`config.mk`:
```
export PLATFORM = sky130hd
export DESIGN_NAME = cpu
export DESIGN_NICKNAME = d
export VERILOG_FILES = /design/src/cpu_pkg.sv /design/src/cpu_stage_if.sv /design/src/cpu.sv /design/src/decode_unit.sv /design/src/execute_unit.sv /design/src/fetch_unit.sv /design/src/hazard_unit.sv /design/src/mem_writeback.sv /design/src/reg_file.sv
export VERILOG_INCLUDE_DIRS = /design/src
export SDC_FILE = /design/constraint.sdc
export NUM_CORES = 1
export LEC_CHECK = 0
export BUFFER_PORTS_ARGS = -buffer_cell sky130_fd_sc_hd__buf_2
export CORE_MARGIN = 3
export CORE_UTILIZATION = 35
export DETAILED_ROUTE_END_ITERATION = 6
export PLACE_DENSITY = 0.62
export SLEW_MARGIN = 10
export SYNTH_ARGS = -nofsm -noshare
export SYNTH_HDL_FRONTEND = slang
export SYNTH_HIERARCHICAL = 1
export SYNTH_SLANG_ARGS = --single-unit
```
`constraint.sdc`:
```
create_clock -name clk -period 10.8 [get_ports clk]
set_input_delay 2.16 -clock clk [delete_from_list [all_inputs] [get_ports clk]]
set_output_delay 2.16 -clock clk [all_outputs]
set_load 0.05 [all_outputs]
```
`src/cpu_macros.svh`:
```
`ifndef CPU_MACROS_SVH
`define CPU_MACROS_SVH

////////////////////////////////////////
// Datapath sizing
////////////////////////////////////////

// Word width and the address width of both memories
`define DATA_WIDTH 16

// Register file
`define REG_ADDR_WIDTH 4   // rd, rs, rt fields
`define NUM_REGS 16        // R0 hardwired to zero

// Instruction fields
`define OPCODE_WIDTH 4     // Bits [15:12]

`endif

```
`src/cpu_pkg.sv`:
```
`include "cpu_macros.svh"

package cpu_pkg;

  ////////////////////////////////////////
  // ISA encodings
  ////////////////////////////////////////

  typedef enum logic [`OPCODE_WIDTH-1:0] {
    OP_ADD  = 4'd0,
    OP_SUB  = 4'd1,
    OP_AND  = 4'd2,
    OP_NOR  = 4'd3,
    OP_ADDI = 4'd4,
    OP_LW   = 4'd8,
    OP_SW   = 4'd9,
    OP_BEQZ = 4'd12,
    OP_HLT  = 4'd15
  } opcode_t;  // Anything else decodes as a no-op

  // Order matches the low opcode bits of the R-type group
  typedef enum logic [1:0] {ALU_ADD, ALU_SUB, ALU_AND, ALU_NOR} aluOp_t;

  // ADD R0,R0,R0 doubles as the pipeline bubble
  localparam logic [`DATA_WIDTH-1:0] INSTR_BUBBLE = '0;

  ////////////////////////////////////////
  // Stage payloads
  ////////////////////////////////////////

  typedef struct packed {
    logic   regWrite;
    logic   memRead;
    logic   memWrite;
    logic   useImm;   // Operand B from imm4
    logic   branch;   // BEQZ
    logic   halt;
    aluOp_t aluOp;
  } ctrl_t;

  typedef struct packed {
    ctrl_t                      ctrl;
    logic [`DATA_WIDTH-1:0]     pcInc;
    logic [`DATA_WIDTH-1:0]     rsData;
    logic [`DATA_WIDTH-1:0]     rdtData;       // rt operand, or rd for SW and BEQZ
    logic [`DATA_WIDTH-1:0]     imm;
    logic [`DATA_WIDTH-1:0]     branchOffset;
    logic [`REG_ADDR_WIDTH-1:0] rsAddr;        // Forwarding compares
    logic [`REG_ADDR_WIDTH-1:0] rtAddr;
    logic [`REG_ADDR_WIDTH-1:0] dstAddr;
  } idEx_t;

  typedef struct packed {
    logic                       regWrite;
    logic [`REG_ADDR_WIDTH-1:0] dstAddr;
    logic [`DATA_WIDTH-1:0]     data;
  } wbBus_t;

  typedef enum logic [1:0] {FWD_NONE, FWD_MEM, FWD_WB} fwdSel_t;

endpackage

```
`src/cpu_stage_if.sv`:
```
`timescale 1ns/1ps
`include "cpu_macros.svh"

// EX/MEM stage register shared by execute, memory and hazard logic
interface memStageIf import cpu_pkg::*; ();

  logic                       valid;      // Real instruction, not a flushed slot
  ctrl_t                      ctrl;
  logic [`DATA_WIDTH-1:0]     aluResult;  // Also the data address
  logic [`DATA_WIDTH-1:0]     storeData;  // Forwarded rd for SW
  logic [`REG_ADDR_WIDTH-1:0] dstAddr;
  logic [`DATA_WIDTH-1:0]     pcInc;

  // Register owner
  modport exec (output valid, ctrl, aluResult, storeData, dstAddr, pcInc);

  // Memory access and writeback select
  modport mem (input valid, ctrl, aluResult, storeData, dstAddr, pcInc);

  // Forward-select compare only
  modport hazard (input valid, ctrl, dstAddr);

endinterface

```
`src/cpu.sv`:
```
`timescale 1ns/1ps
`include "cpu_macros.svh"

module cpu import cpu_pkg::*; (
  input  logic                   clk,
  input  logic                   rst,
  output logic [`DATA_WIDTH-1:0] pc,
  input  logic [`DATA_WIDTH-1:0] imemData,
  output logic [`DATA_WIDTH-1:0] dmemAddr,
  output logic [`DATA_WIDTH-1:0] dmemWrData,
  output logic                   dmemWe,
  output logic                   dmemRe,
  input  logic [`DATA_WIDTH-1:0] dmemRdData,
  output logic                   hlt
);

  logic [`DATA_WIDTH-1:0]     ifInstr;       // IF/ID
  logic [`DATA_WIDTH-1:0]     ifPcInc;
  logic                       stall;
  logic                       branchTaken;
  logic [`DATA_WIDTH-1:0]     branchTarget;
  logic                       haltInDecode;
  logic [`REG_ADDR_WIDTH-1:0] idRsAddr;
  logic [`REG_ADDR_WIDTH-1:0] idRtAddr;
  idEx_t                      idEx;
  fwdSel_t                    forwardA;
  fwdSel_t                    forwardB;
  logic [`DATA_WIDTH-1:0]     memFwdData;
  wbBus_t                     wb;            // MEM/WB

  memStageIf memStage ();  // EX/MEM

  fetchUnit fetch (
    .clk (clk), .rst (rst), .stall (stall), .branchTaken (branchTaken),
    .haltInDecode (haltInDecode), .branchTarget (branchTarget),
    .imemData (imemData), .pc (pc), .instr (ifInstr), .pcInc (ifPcInc)
  );

  decodeUnit decode (
    .clk (clk), .rst (rst), .instr (ifInstr), .pcInc (ifPcInc), .stall (stall),
    .branchTaken (branchTaken), .wb (wb), .idEx (idEx),
    .haltInDecode (haltInDecode), .rsAddr (idRsAddr), .rtAddr (idRtAddr)
  );

  hazardUnit hazard (
    .idRsAddr (idRsAddr), .idRtAddr (idRtAddr), .idEx (idEx), .memStage (memStage),
    .wb (wb), .stall (stall), .forwardA (forwardA), .forwardB (forwardB)
  );

  executeUnit execute (
    .clk (clk), .rst (rst), .idEx (idEx), .forwardA (forwardA), .forwardB (forwardB),
    .memFwdData (memFwdData), .wb (wb), .memStage (memStage),
    .branchTaken (branchTaken), .branchTarget (branchTarget)
  );

  memWriteback memWb (
    .clk (clk), .rst (rst), .memStage (memStage), .dmemRdData (dmemRdData),
    .dmemAddr (dmemAddr), .dmemWrData (dmemWrData), .dmemWe (dmemWe),
    .dmemRe (dmemRe), .memFwdData (memFwdData), .wb (wb), .hlt (hlt)
  );

endmodule

```
`src/decode_unit.sv`:
```
`timescale 1ns/1ps
`include "cpu_macros.svh"

module decodeUnit import cpu_pkg::*; (
  input  logic                       clk,
  input  logic                       rst,
  input  logic [`DATA_WIDTH-1:0]     instr,
  input  logic [`DATA_WIDTH-1:0]     pcInc,
  input  logic                       stall,
  input  logic                       branchTaken,
  input  wbBus_t                     wb,
  output idEx_t                      idEx,
  output logic                       haltInDecode,
  output logic [`REG_ADDR_WIDTH-1:0] rsAddr,
  output logic [`REG_ADDR_WIDTH-1:0] rtAddr
);

  opcode_t                opcode;
  ctrl_t                  ctrl;
  logic                   useRs;    // Instruction really reads rs
  logic                   useRt;    // Reads the second port
  logic                   rdAsSrc;  // SW and BEQZ read rd on port B
  logic [`DATA_WIDTH-1:0] rsData;
  logic [`DATA_WIDTH-1:0] rdtData;

  assign opcode = opcode_t'(instr[15:12]);

  ////////////////////////////////////////
  // Control decode
  ////////////////////////////////////////

  always_comb begin
    ctrl    = '0;
    useRs   = 1'b0;
    useRt   = 1'b0;
    rdAsSrc = 1'b0;
    case (opcode)
      OP_ADD, OP_SUB, OP_AND, OP_NOR: begin
        ctrl.regWrite = 1'b1;
        ctrl.aluOp    = aluOp_t'(instr[13:12]);  // Opcode LSBs select the function
        useRs         = 1'b1;
        useRt         = 1'b1;
      end
      OP_ADDI, OP_LW: begin
        ctrl.regWrite = 1'b1;
        ctrl.memRead  = (opcode == OP_LW);
        ctrl.useImm   = 1'b1;  // rs + imm4
        useRs         = 1'b1;
      end
      OP_SW: begin
        ctrl.memWrite = 1'b1;
        ctrl.useImm   = 1'b1;
        useRs         = 1'b1;
        useRt         = 1'b1;
        rdAsSrc       = 1'b1;  // Store data from rd
      end
      OP_BEQZ: begin
        ctrl.branch = 1'b1;
        useRt       = 1'b1;
        rdAsSrc     = 1'b1;   // Tested register
      end
      OP_HLT:  ctrl.halt = 1'b1;
      default: ctrl = '0;     // Unused opcodes fall through as no-ops
    endcase
  end

  // Unused sources read R0 so they never match a hazard
  assign rsAddr       = useRs ? instr[7:4] : '0;
  assign rtAddr       = !useRt ? '0 : (rdAsSrc ? instr[11:8] : instr[3:0]);
  assign haltInDecode = ctrl.halt;

  regFile regs (
    .clk       (clk),
    .rst       (rst),
    .readAddrA (rsAddr),
    .readAddrB (rtAddr),
    .readDataA (rsData),
    .readDataB (rdtData),
    .wb        (wb)
  );

  ////////////////////////////////////////
  // ID/EX register
  ////////////////////////////////////////

  always_ff @(posedge clk) begin
    if (rst || stall || branchTaken) begin
      idEx <= '0;  // Bubble
    end else begin
      idEx.ctrl         <= ctrl;
      idEx.pcInc        <= pcInc;
      idEx.rsData       <= rsData;
      idEx.rdtData      <= rdtData;
      idEx.imm          <= {{(`DATA_WIDTH-4){instr[3]}}, instr[3:0]};
      idEx.branchOffset <= {{(`DATA_WIDTH-8){instr[7]}}, instr[7:0]};
      idEx.rsAddr       <= rsAddr;
      idEx.rtAddr       <= rtAddr;
      idEx.dstAddr      <= instr[11:8];
    end
  end

endmodule

```
`src/execute_unit.sv`:
```
`timescale 1ns/1ps
`include "cpu_macros.svh"

module executeUnit import cpu_pkg::*; (
  input  logic                   clk,
  input  logic                   rst,
  input  idEx_t                  idEx,
  input  fwdSel_t                forwardA,
  input  fwdSel_t                forwardB,
  input  logic [`DATA_WIDTH-1:0] memFwdData,
  input  wbBus_t                 wb,
  memStageIf.exec                memStage,
  output logic                   branchTaken,
  output logic [`DATA_WIDTH-1:0] branchTarget
);

  logic [`DATA_WIDTH-1:0] opA;
  logic [`DATA_WIDTH-1:0] rdtVal;     // Forwarded second register
  logic [`DATA_WIDTH-1:0] opB;
  logic [`DATA_WIDTH-1:0] aluResult;

  function automatic logic [`DATA_WIDTH-1:0] fwdMux(input fwdSel_t sel,
                                                   input logic [`DATA_WIDTH-1:0] regVal);
    case (sel)
      FWD_MEM: return memFwdData;  // Producer one ahead
      FWD_WB:  return wb.data;     // Producer two ahead
      default: return regVal;
    endcase
  endfunction

  ////////////////////////////////////////
  // Operands and ALU
  ////////////////////////////////////////

  assign opA    = fwdMux(forwardA, idEx.rsData);
  assign rdtVal = fwdMux(forwardB, idEx.rdtData);
  assign opB    = idEx.ctrl.useImm ? idEx.imm : rdtVal;  // ADDI, LW, SW

  always_comb begin
    case (idEx.ctrl.aluOp)
      ALU_ADD: aluResult = opA + opB;  // Also address calc
      ALU_SUB: aluResult = opA - opB;
      ALU_AND: aluResult = opA & opB;
      default: aluResult = ~(opA | opB);
    endcase
  end

  // BEQZ tests rd after forwarding
  assign branchTaken  = idEx.ctrl.branch && (rdtVal == '0);
  assign branchTarget = idEx.pcInc + idEx.branchOffset;

  ////////////////////////////////////////
  // EX/MEM register
  ////////////////////////////////////////

  always_ff @(posedge clk) begin
    if (rst) begin
      memStage.valid <= 1'b0;
      memStage.ctrl  <= '0;
    end else begin
      memStage.valid <= |idEx.ctrl;  // Bubbles and no-ops carry no control
      memStage.ctrl  <= idEx.ctrl;
    end
  end

  always_ff @(posedge clk) begin
    memStage.aluResult <= aluResult;
    memStage.storeData <= rdtVal;       // Store data after forwarding
    memStage.dstAddr   <= idEx.dstAddr;
    memStage.pcInc     <= idEx.pcInc;
  end

endmodule

```
`src/fetch_unit.sv`:
```
`timescale 1ns/1ps
`include "cpu_macros.svh"

module fetchUnit import cpu_pkg::*; (
  input  logic                   clk,
  input  logic                   rst,
  input  logic                   stall,
  input  logic                   branchTaken,
  input  logic                   haltInDecode,
  input  logic [`DATA_WIDTH-1:0] branchTarget,
  input  logic [`DATA_WIDTH-1:0] imemData,
  output logic [`DATA_WIDTH-1:0] pc,
  output logic [`DATA_WIDTH-1:0] instr,
  output logic [`DATA_WIDTH-1:0] pcInc
);

  logic                   halted;   // Sticky until reset
  logic                   haltNow;  // Includes HLT sitting in ID this cycle
  logic [`DATA_WIDTH-1:0] pcPlus;

  assign pcPlus  = pc + 1'b1;
  assign haltNow = halted | (haltInDecode & ~branchTaken);

  // Branch wins over a hold, a hold over the sequential PC
  always_ff @(posedge clk) begin
    if (rst) pc <= '0;
    else if (branchTaken) pc <= branchTarget;
    else if (!(stall || haltNow)) pc <= pcPlus;
  end

  always_ff @(posedge clk) begin
    if (rst) halted <= 1'b0;
    else if (haltInDecode && !branchTaken) halted <= 1'b1;  // A flushed HLT never counts
  end

  ////////////////////////////////////////
  // IF/ID register
  ////////////////////////////////////////

  always_ff @(posedge clk) begin
    if (rst) instr <= INSTR_BUBBLE;
    else if (branchTaken) instr <= INSTR_BUBBLE;  // Cancel wrong-path fetch
    else if (stall) instr <= instr;               // Load-use hold
    else if (haltNow) instr <= INSTR_BUBBLE;
    else instr <= imemData;
  end

  always_ff @(posedge clk) begin
    if (!stall) pcInc <= pcPlus;  // Return point for BEQZ offset
  end

endmodule

```
`src/hazard_unit.sv`:
```
`timescale 1ns/1ps
`include "cpu_macros.svh"

module hazardUnit import cpu_pkg::*; (
  input  logic [`REG_ADDR_WIDTH-1:0] idRsAddr,
  input  logic [`REG_ADDR_WIDTH-1:0] idRtAddr,
  input  idEx_t                      idEx,
  memStageIf.hazard                  memStage,
  input  wbBus_t                     wb,
  output logic                       stall,
  output fwdSel_t                    forwardA,
  output fwdSel_t                    forwardB
);

  ////////////////////////////////////////
  // Forwarding
  ////////////////////////////////////////

  // Youngest producer wins, R0 never forwards
  function automatic fwdSel_t pickSource(input logic [`REG_ADDR_WIDTH-1:0] src);
    logic memHit;
    logic wbHit;
    memHit = memStage.valid && memStage.ctrl.regWrite &&
             (memStage.dstAddr != '0) && (memStage.dstAddr == src);
    wbHit  = wb.regWrite && (wb.dstAddr != '0) && (wb.dstAddr == src);
    if (memHit) return FWD_MEM;
    else if (wbHit) return FWD_WB;
    else return FWD_NONE;
  endfunction

  assign forwardA = pickSource(idEx.rsAddr);
  assign forwardB = pickSource(idEx.rtAddr);

  ////////////////////////////////////////
  // Load-use
  ////////////////////////////////////////

  // Load data only exists in MEM, so the consumer waits one slot
  assign stall = idEx.ctrl.memRead && (idEx.dstAddr != '0) &&
                 ((idEx.dstAddr == idRsAddr) || (idEx.dstAddr == idRtAddr));

endmodule

```
`src/mem_writeback.sv`:
```
`timescale 1ns/1ps
`include "cpu_macros.svh"

module memWriteback import cpu_pkg::*; (
  input  logic                   clk,
  input  logic                   rst,
  memStageIf.mem                 memStage,
  input  logic [`DATA_WIDTH-1:0] dmemRdData,
  output logic [`DATA_WIDTH-1:0] dmemAddr,
  output logic [`DATA_WIDTH-1:0] dmemWrData,
  output logic                   dmemWe,
  output logic                   dmemRe,
  output logic [`DATA_WIDTH-1:0] memFwdData,
  output wbBus_t                 wb,
  output logic                   hlt
);

  // Data port answered in the same cycle
  assign dmemAddr   = memStage.aluResult;
  assign dmemWrData = memStage.storeData;
  assign dmemWe     = memStage.valid && memStage.ctrl.memWrite;
  assign dmemRe     = memStage.valid && memStage.ctrl.memRead;

  // Writeback value doubles as the MEM-stage forward
  assign memFwdData = memStage.ctrl.memRead ? dmemRdData : memStage.aluResult;

  ////////////////////////////////////////
  // MEM/WB register
  ////////////////////////////////////////

  always_ff @(posedge clk) begin
    if (rst) begin
      wb <= '0;
    end else begin
      wb.regWrite <= memStage.valid && memStage.ctrl.regWrite;
      wb.dstAddr  <= memStage.dstAddr;
      wb.data     <= memFwdData;
    end
  end

  always_ff @(posedge clk) begin
    if (rst) hlt <= 1'b0;
    else if (memStage.valid && memStage.ctrl.halt) hlt <= 1'b1;  // Sticky
  end

endmodule

```
`src/reg_file.sv`:
```
`timescale 1ns/1ps
`include "cpu_macros.svh"

module regFile import cpu_pkg::*; (
  input  logic                       clk,
  input  logic                       rst,
  input  logic [`REG_ADDR_WIDTH-1:0] readAddrA,
  input  logic [`REG_ADDR_WIDTH-1:0] readAddrB,
  output logic [`DATA_WIDTH-1:0]     readDataA,
  output logic [`DATA_WIDTH-1:0]     readDataB,
  input  wbBus_t                     wb
);

  logic [`DATA_WIDTH-1:0] regs [`NUM_REGS];
  logic                   wbLive;  // Writeback that lands this edge

  assign wbLive = wb.regWrite && (wb.dstAddr != '0);

  always_ff @(posedge clk) begin
    if (!rst && wbLive) regs[wb.dstAddr] <= wb.data;  // R0 never written
  end

  // Write-through so WB and ID overlap in one cycle
  assign readDataA = (readAddrA == '0) ? '0 :
                     (wbLive && wb.dstAddr == readAddrA) ? wb.data : regs[readAddrA];
  assign readDataB = (readAddrB == '0) ? '0 :
                     (wbLive && wb.dstAddr == readAddrB) ? wb.data : regs[readAddrB];

endmodule
```
==> flow_summary_export.csv <==
group,metric,value,unit
clocking,postCtsHoldBufs,0,
floorplan,die-area,66260,um^2
placement,dp_hpwl,36050,um
final_layout,n_antenna_cell,0,
drt,viasPerCell,5.455,
sta,finalSetupTns,0,ns
drt,ant_nets,0,
setup_path,crit_end,"execute/memStage.aluResult[14]",
drt,firstDrtPassIters,5,
final_layout,fin_nets,1781,
final_layout,multiInputGateArea,9494,um^2
setup_path,cp.arrival,6.40,ns
floorplan,fp.coreArea,62170,um^2
setup_path,worstSetupStartpoint,"memWb/wb[19]",
final_layout,register_area,11610,um^2
sta,slew_headroom,0.2369,
synthesis,syn_avg_cell_area,13.12,um^2
clocking,clk_pin_slew_worst_paths,0.06,ns
setup_path,r2r_slack,4.90,ns
setup_path,reg2reg_depth,17,
final_layout,syn2layout_area_growth,10.85,%
clocking,cts_sinks,444,
clocking,ctsResizeCount,0,
floorplan,die_h,257.4,um
setup_path,timing.rr.end,"execute/memStage.aluResult[14]",
hold_path,holdCritPathClass,"flop to flop",
power_and_ir_drop,power.leakage,8.653,nW
sta,rsz0062_at_grt,"no",
clocking,clk_latency,0.58,ns
clocking,cts_max_path_buffers,3,
power_and_ir_drop,cellPowerDensity,185.8,nW/um^2
floorplan,die_w,257.4,um
global_route,track_usage,0.1681,
global_route,grt_overflow,0,
placement,io_buffers,84,
global_route,antenna_found_initial,0,
clocking,post_cts_buffers,0,
drt,drc,0,
synthesis,synthCells,1686,
drt,wirelength,55920,um
sta,layout_min_cycle_time,5.897,ns
drt,drtIter0Drc,1171,
global_route,grt_first_pass_wirelength,86020,um
final_layout,drive_gt1_frac,0.2207,
sta,skew,0.02326,ns
floorplan,start_util,0.3559,
floorplan,rows,91,
setup_path,crit_path_max_fanout,39,
power_and_ir_drop,vdd_drop_max,0.09790,mV
synthesis,syn_area,22120,um^2
setup_path,cp-start-kind,"flop",
sta,finalHoldViolCount,0,
run,drv_cap,0,
sta,max_freq,169.6,MHz
clocking,cts_tree,"built",
synthesis,yosys_warnings,6,
setup_path,rr_startpoint,"memWb/wb[19]",
sta,fin_crit_sh,0.5460,
global_route,grt_max_degree,68,
floorplan,design.portCount,85,
clocking,root_buffer,"clkbuf_16",
sta,holdWs,0.4102,ns
sta,worstMarginPinSlew,1.138,ns
global_route,grt_pass1_vias,14130,
setup_path,cp-end-kind,"flop",
clocking,htree_levels,2,
placement,gp_congestion,0.8100,
drt,avgRoutedWirePerCell,21.70,um
setup_path,cp.required,11.30,ns
sta,finalSetupViolCount,0,
final_layout,fillCellCount,5924,
setup_path,worstSetupPathType,"flop to flop",
status,status,"finished, final reports clean",
drt,vias,14060,
sta,drv_slew,0,
clocking,cts_buffers,46,
==> placed cells by master (no fill, tap or decap), types with 8 or more instances in the layout <==
| cell type | instances |
|---|---|
| nand2_1 | 70 |
| a221oi_1 | 13 |
| nand3_1 | 14 |
| buf_2 | 84 |
| mux4_2 | 128 |
| xor2_1 | 36 |
| a21oi_1 | 46 |
| a22oi_1 | 45 |
| conb_1 | 16 |
| o21a_1 | 8 |
| clkinv_2 | 9 |
| nor3b_1 | 8 |
| nor2b_4 | 9 |
| nor3_1 | 21 |
| dfxtp_1 | 172 |
| clkbuf_16 | 48 |
| o21ai_0 | 43 |
| a31oi_1 | 13 |
| a22o_1 | 32 |
| a211oi_1 | 13 |
| nor2b_1 | 29 |
| buf_4 | 30 |
| ha_1 | 41 |
| mux2i_1 | 50 |
| edfxtp_1 | 272 |
| nor2_1 | 95 |
| and2_1 | 73 |
| inv_1 | 43 |
| xnor2_1 | 61 |
| nor2_2 | 10 |
| nand4_1 | 12 |
| o2bb2ai_1 | 16 |
| mux2_4 | 9 |
| and3_1 | 10 |
| or3_1 | 8 |
==> per-stage QoR <==
stage               cells  power [mW]  instance area, um^2  worst slack [ns]  utilization
global placement     2493       2.962                22980             4.822       0.3696
CTS                  2577       4.593                24520             5.071       0.3944
global route         2577       4.755                24520             4.560       0.3945
floorplan            1701       2.782                22180             5.345            -
finish               2577       4.556                24520             4.903       0.3945
detailed placement   2493       2.976                22980             4.742       0.3696
==> registers in the layout, indices dropped and copies added (netlist names) <==
signal	cells
execute/memStage.aluResult	16
execute/memStage.dstAddr	4
fetch/instr	16
execute/memStage.ctrl	4
decode/idEx	76
memWb/hlt	1
fetch/pcInc	16
execute/memStage.storeData	16
fetch/halted	1
memWb/wb	21
execute/memStage.valid	1
fetch/pc	16
decode/regs/regs	256
==> worst min path at each step <==
stage	depth (start not counted)	start	to
2_1_floorplan	0	decode/idEx[2]	execute/memStage.dstAddr[2]
3_3_place_gp	0	decode/idEx[0]	execute/memStage.dstAddr[0]
3_5_place_dp	0	decode/idEx[1]	execute/memStage.dstAddr[1]
4_1_cts	0	decode/idEx[1]	execute/memStage.dstAddr[1]
5_1_grt	0	decode/idEx[1]	execute/memStage.dstAddr[1]
6_report	0	decode/idEx[1]	execute/memStage.dstAddr[1]
==> metal layers <==
| metal | GRT usage | share of wire |
|---|---|---|
| met2 | 0.2637 | 0.47 |
| met3 | 0.02431 | 0.063 |
| met5 | 0 | 0 |
| met4 | 0.05481 | 0.026 |
| met1 | 0.2401 | 0.45 |
==> worst max-delay path: stages (launching register included) <==
cell	delay, ns
dfxtp_1	0.65
xnor2_1	0.18
nand4_1	0.11
a211oi_1	0.38
ha_1	0.96
nor2_1	0.41
a221o_1	0.47
ha_1	0.30
a21oi_1	0.09
fa_1	0.46
a21o_1	0.19
a21oi_1	0.24
o21ai_0	0.20
a31o_2	0.33
a211oi_1	0.40
a21oi_1	0.15
xnor2_1	0.15
a21oi_1	0.17
==> cell type report <==
class,instances,area share
Timing Repair Buffer,114,0.02633
Sequential cell,444,0.4735
Clock inverter,21,0.008623
Clock buffer,63,0.05424
Tap cell,837,0.04271
Inverter,48,0.007449
Multi-Input combinational cell,1050,0.3872
==> power by group <==
group          switching (mW)  total (mW)  internal [mW]
Combinational           0.503       0.843          0.340
Sequential              0.141        2.10           1.96
Clock                   0.674        1.61          0.940
Power figures use the tool's default switching activity.
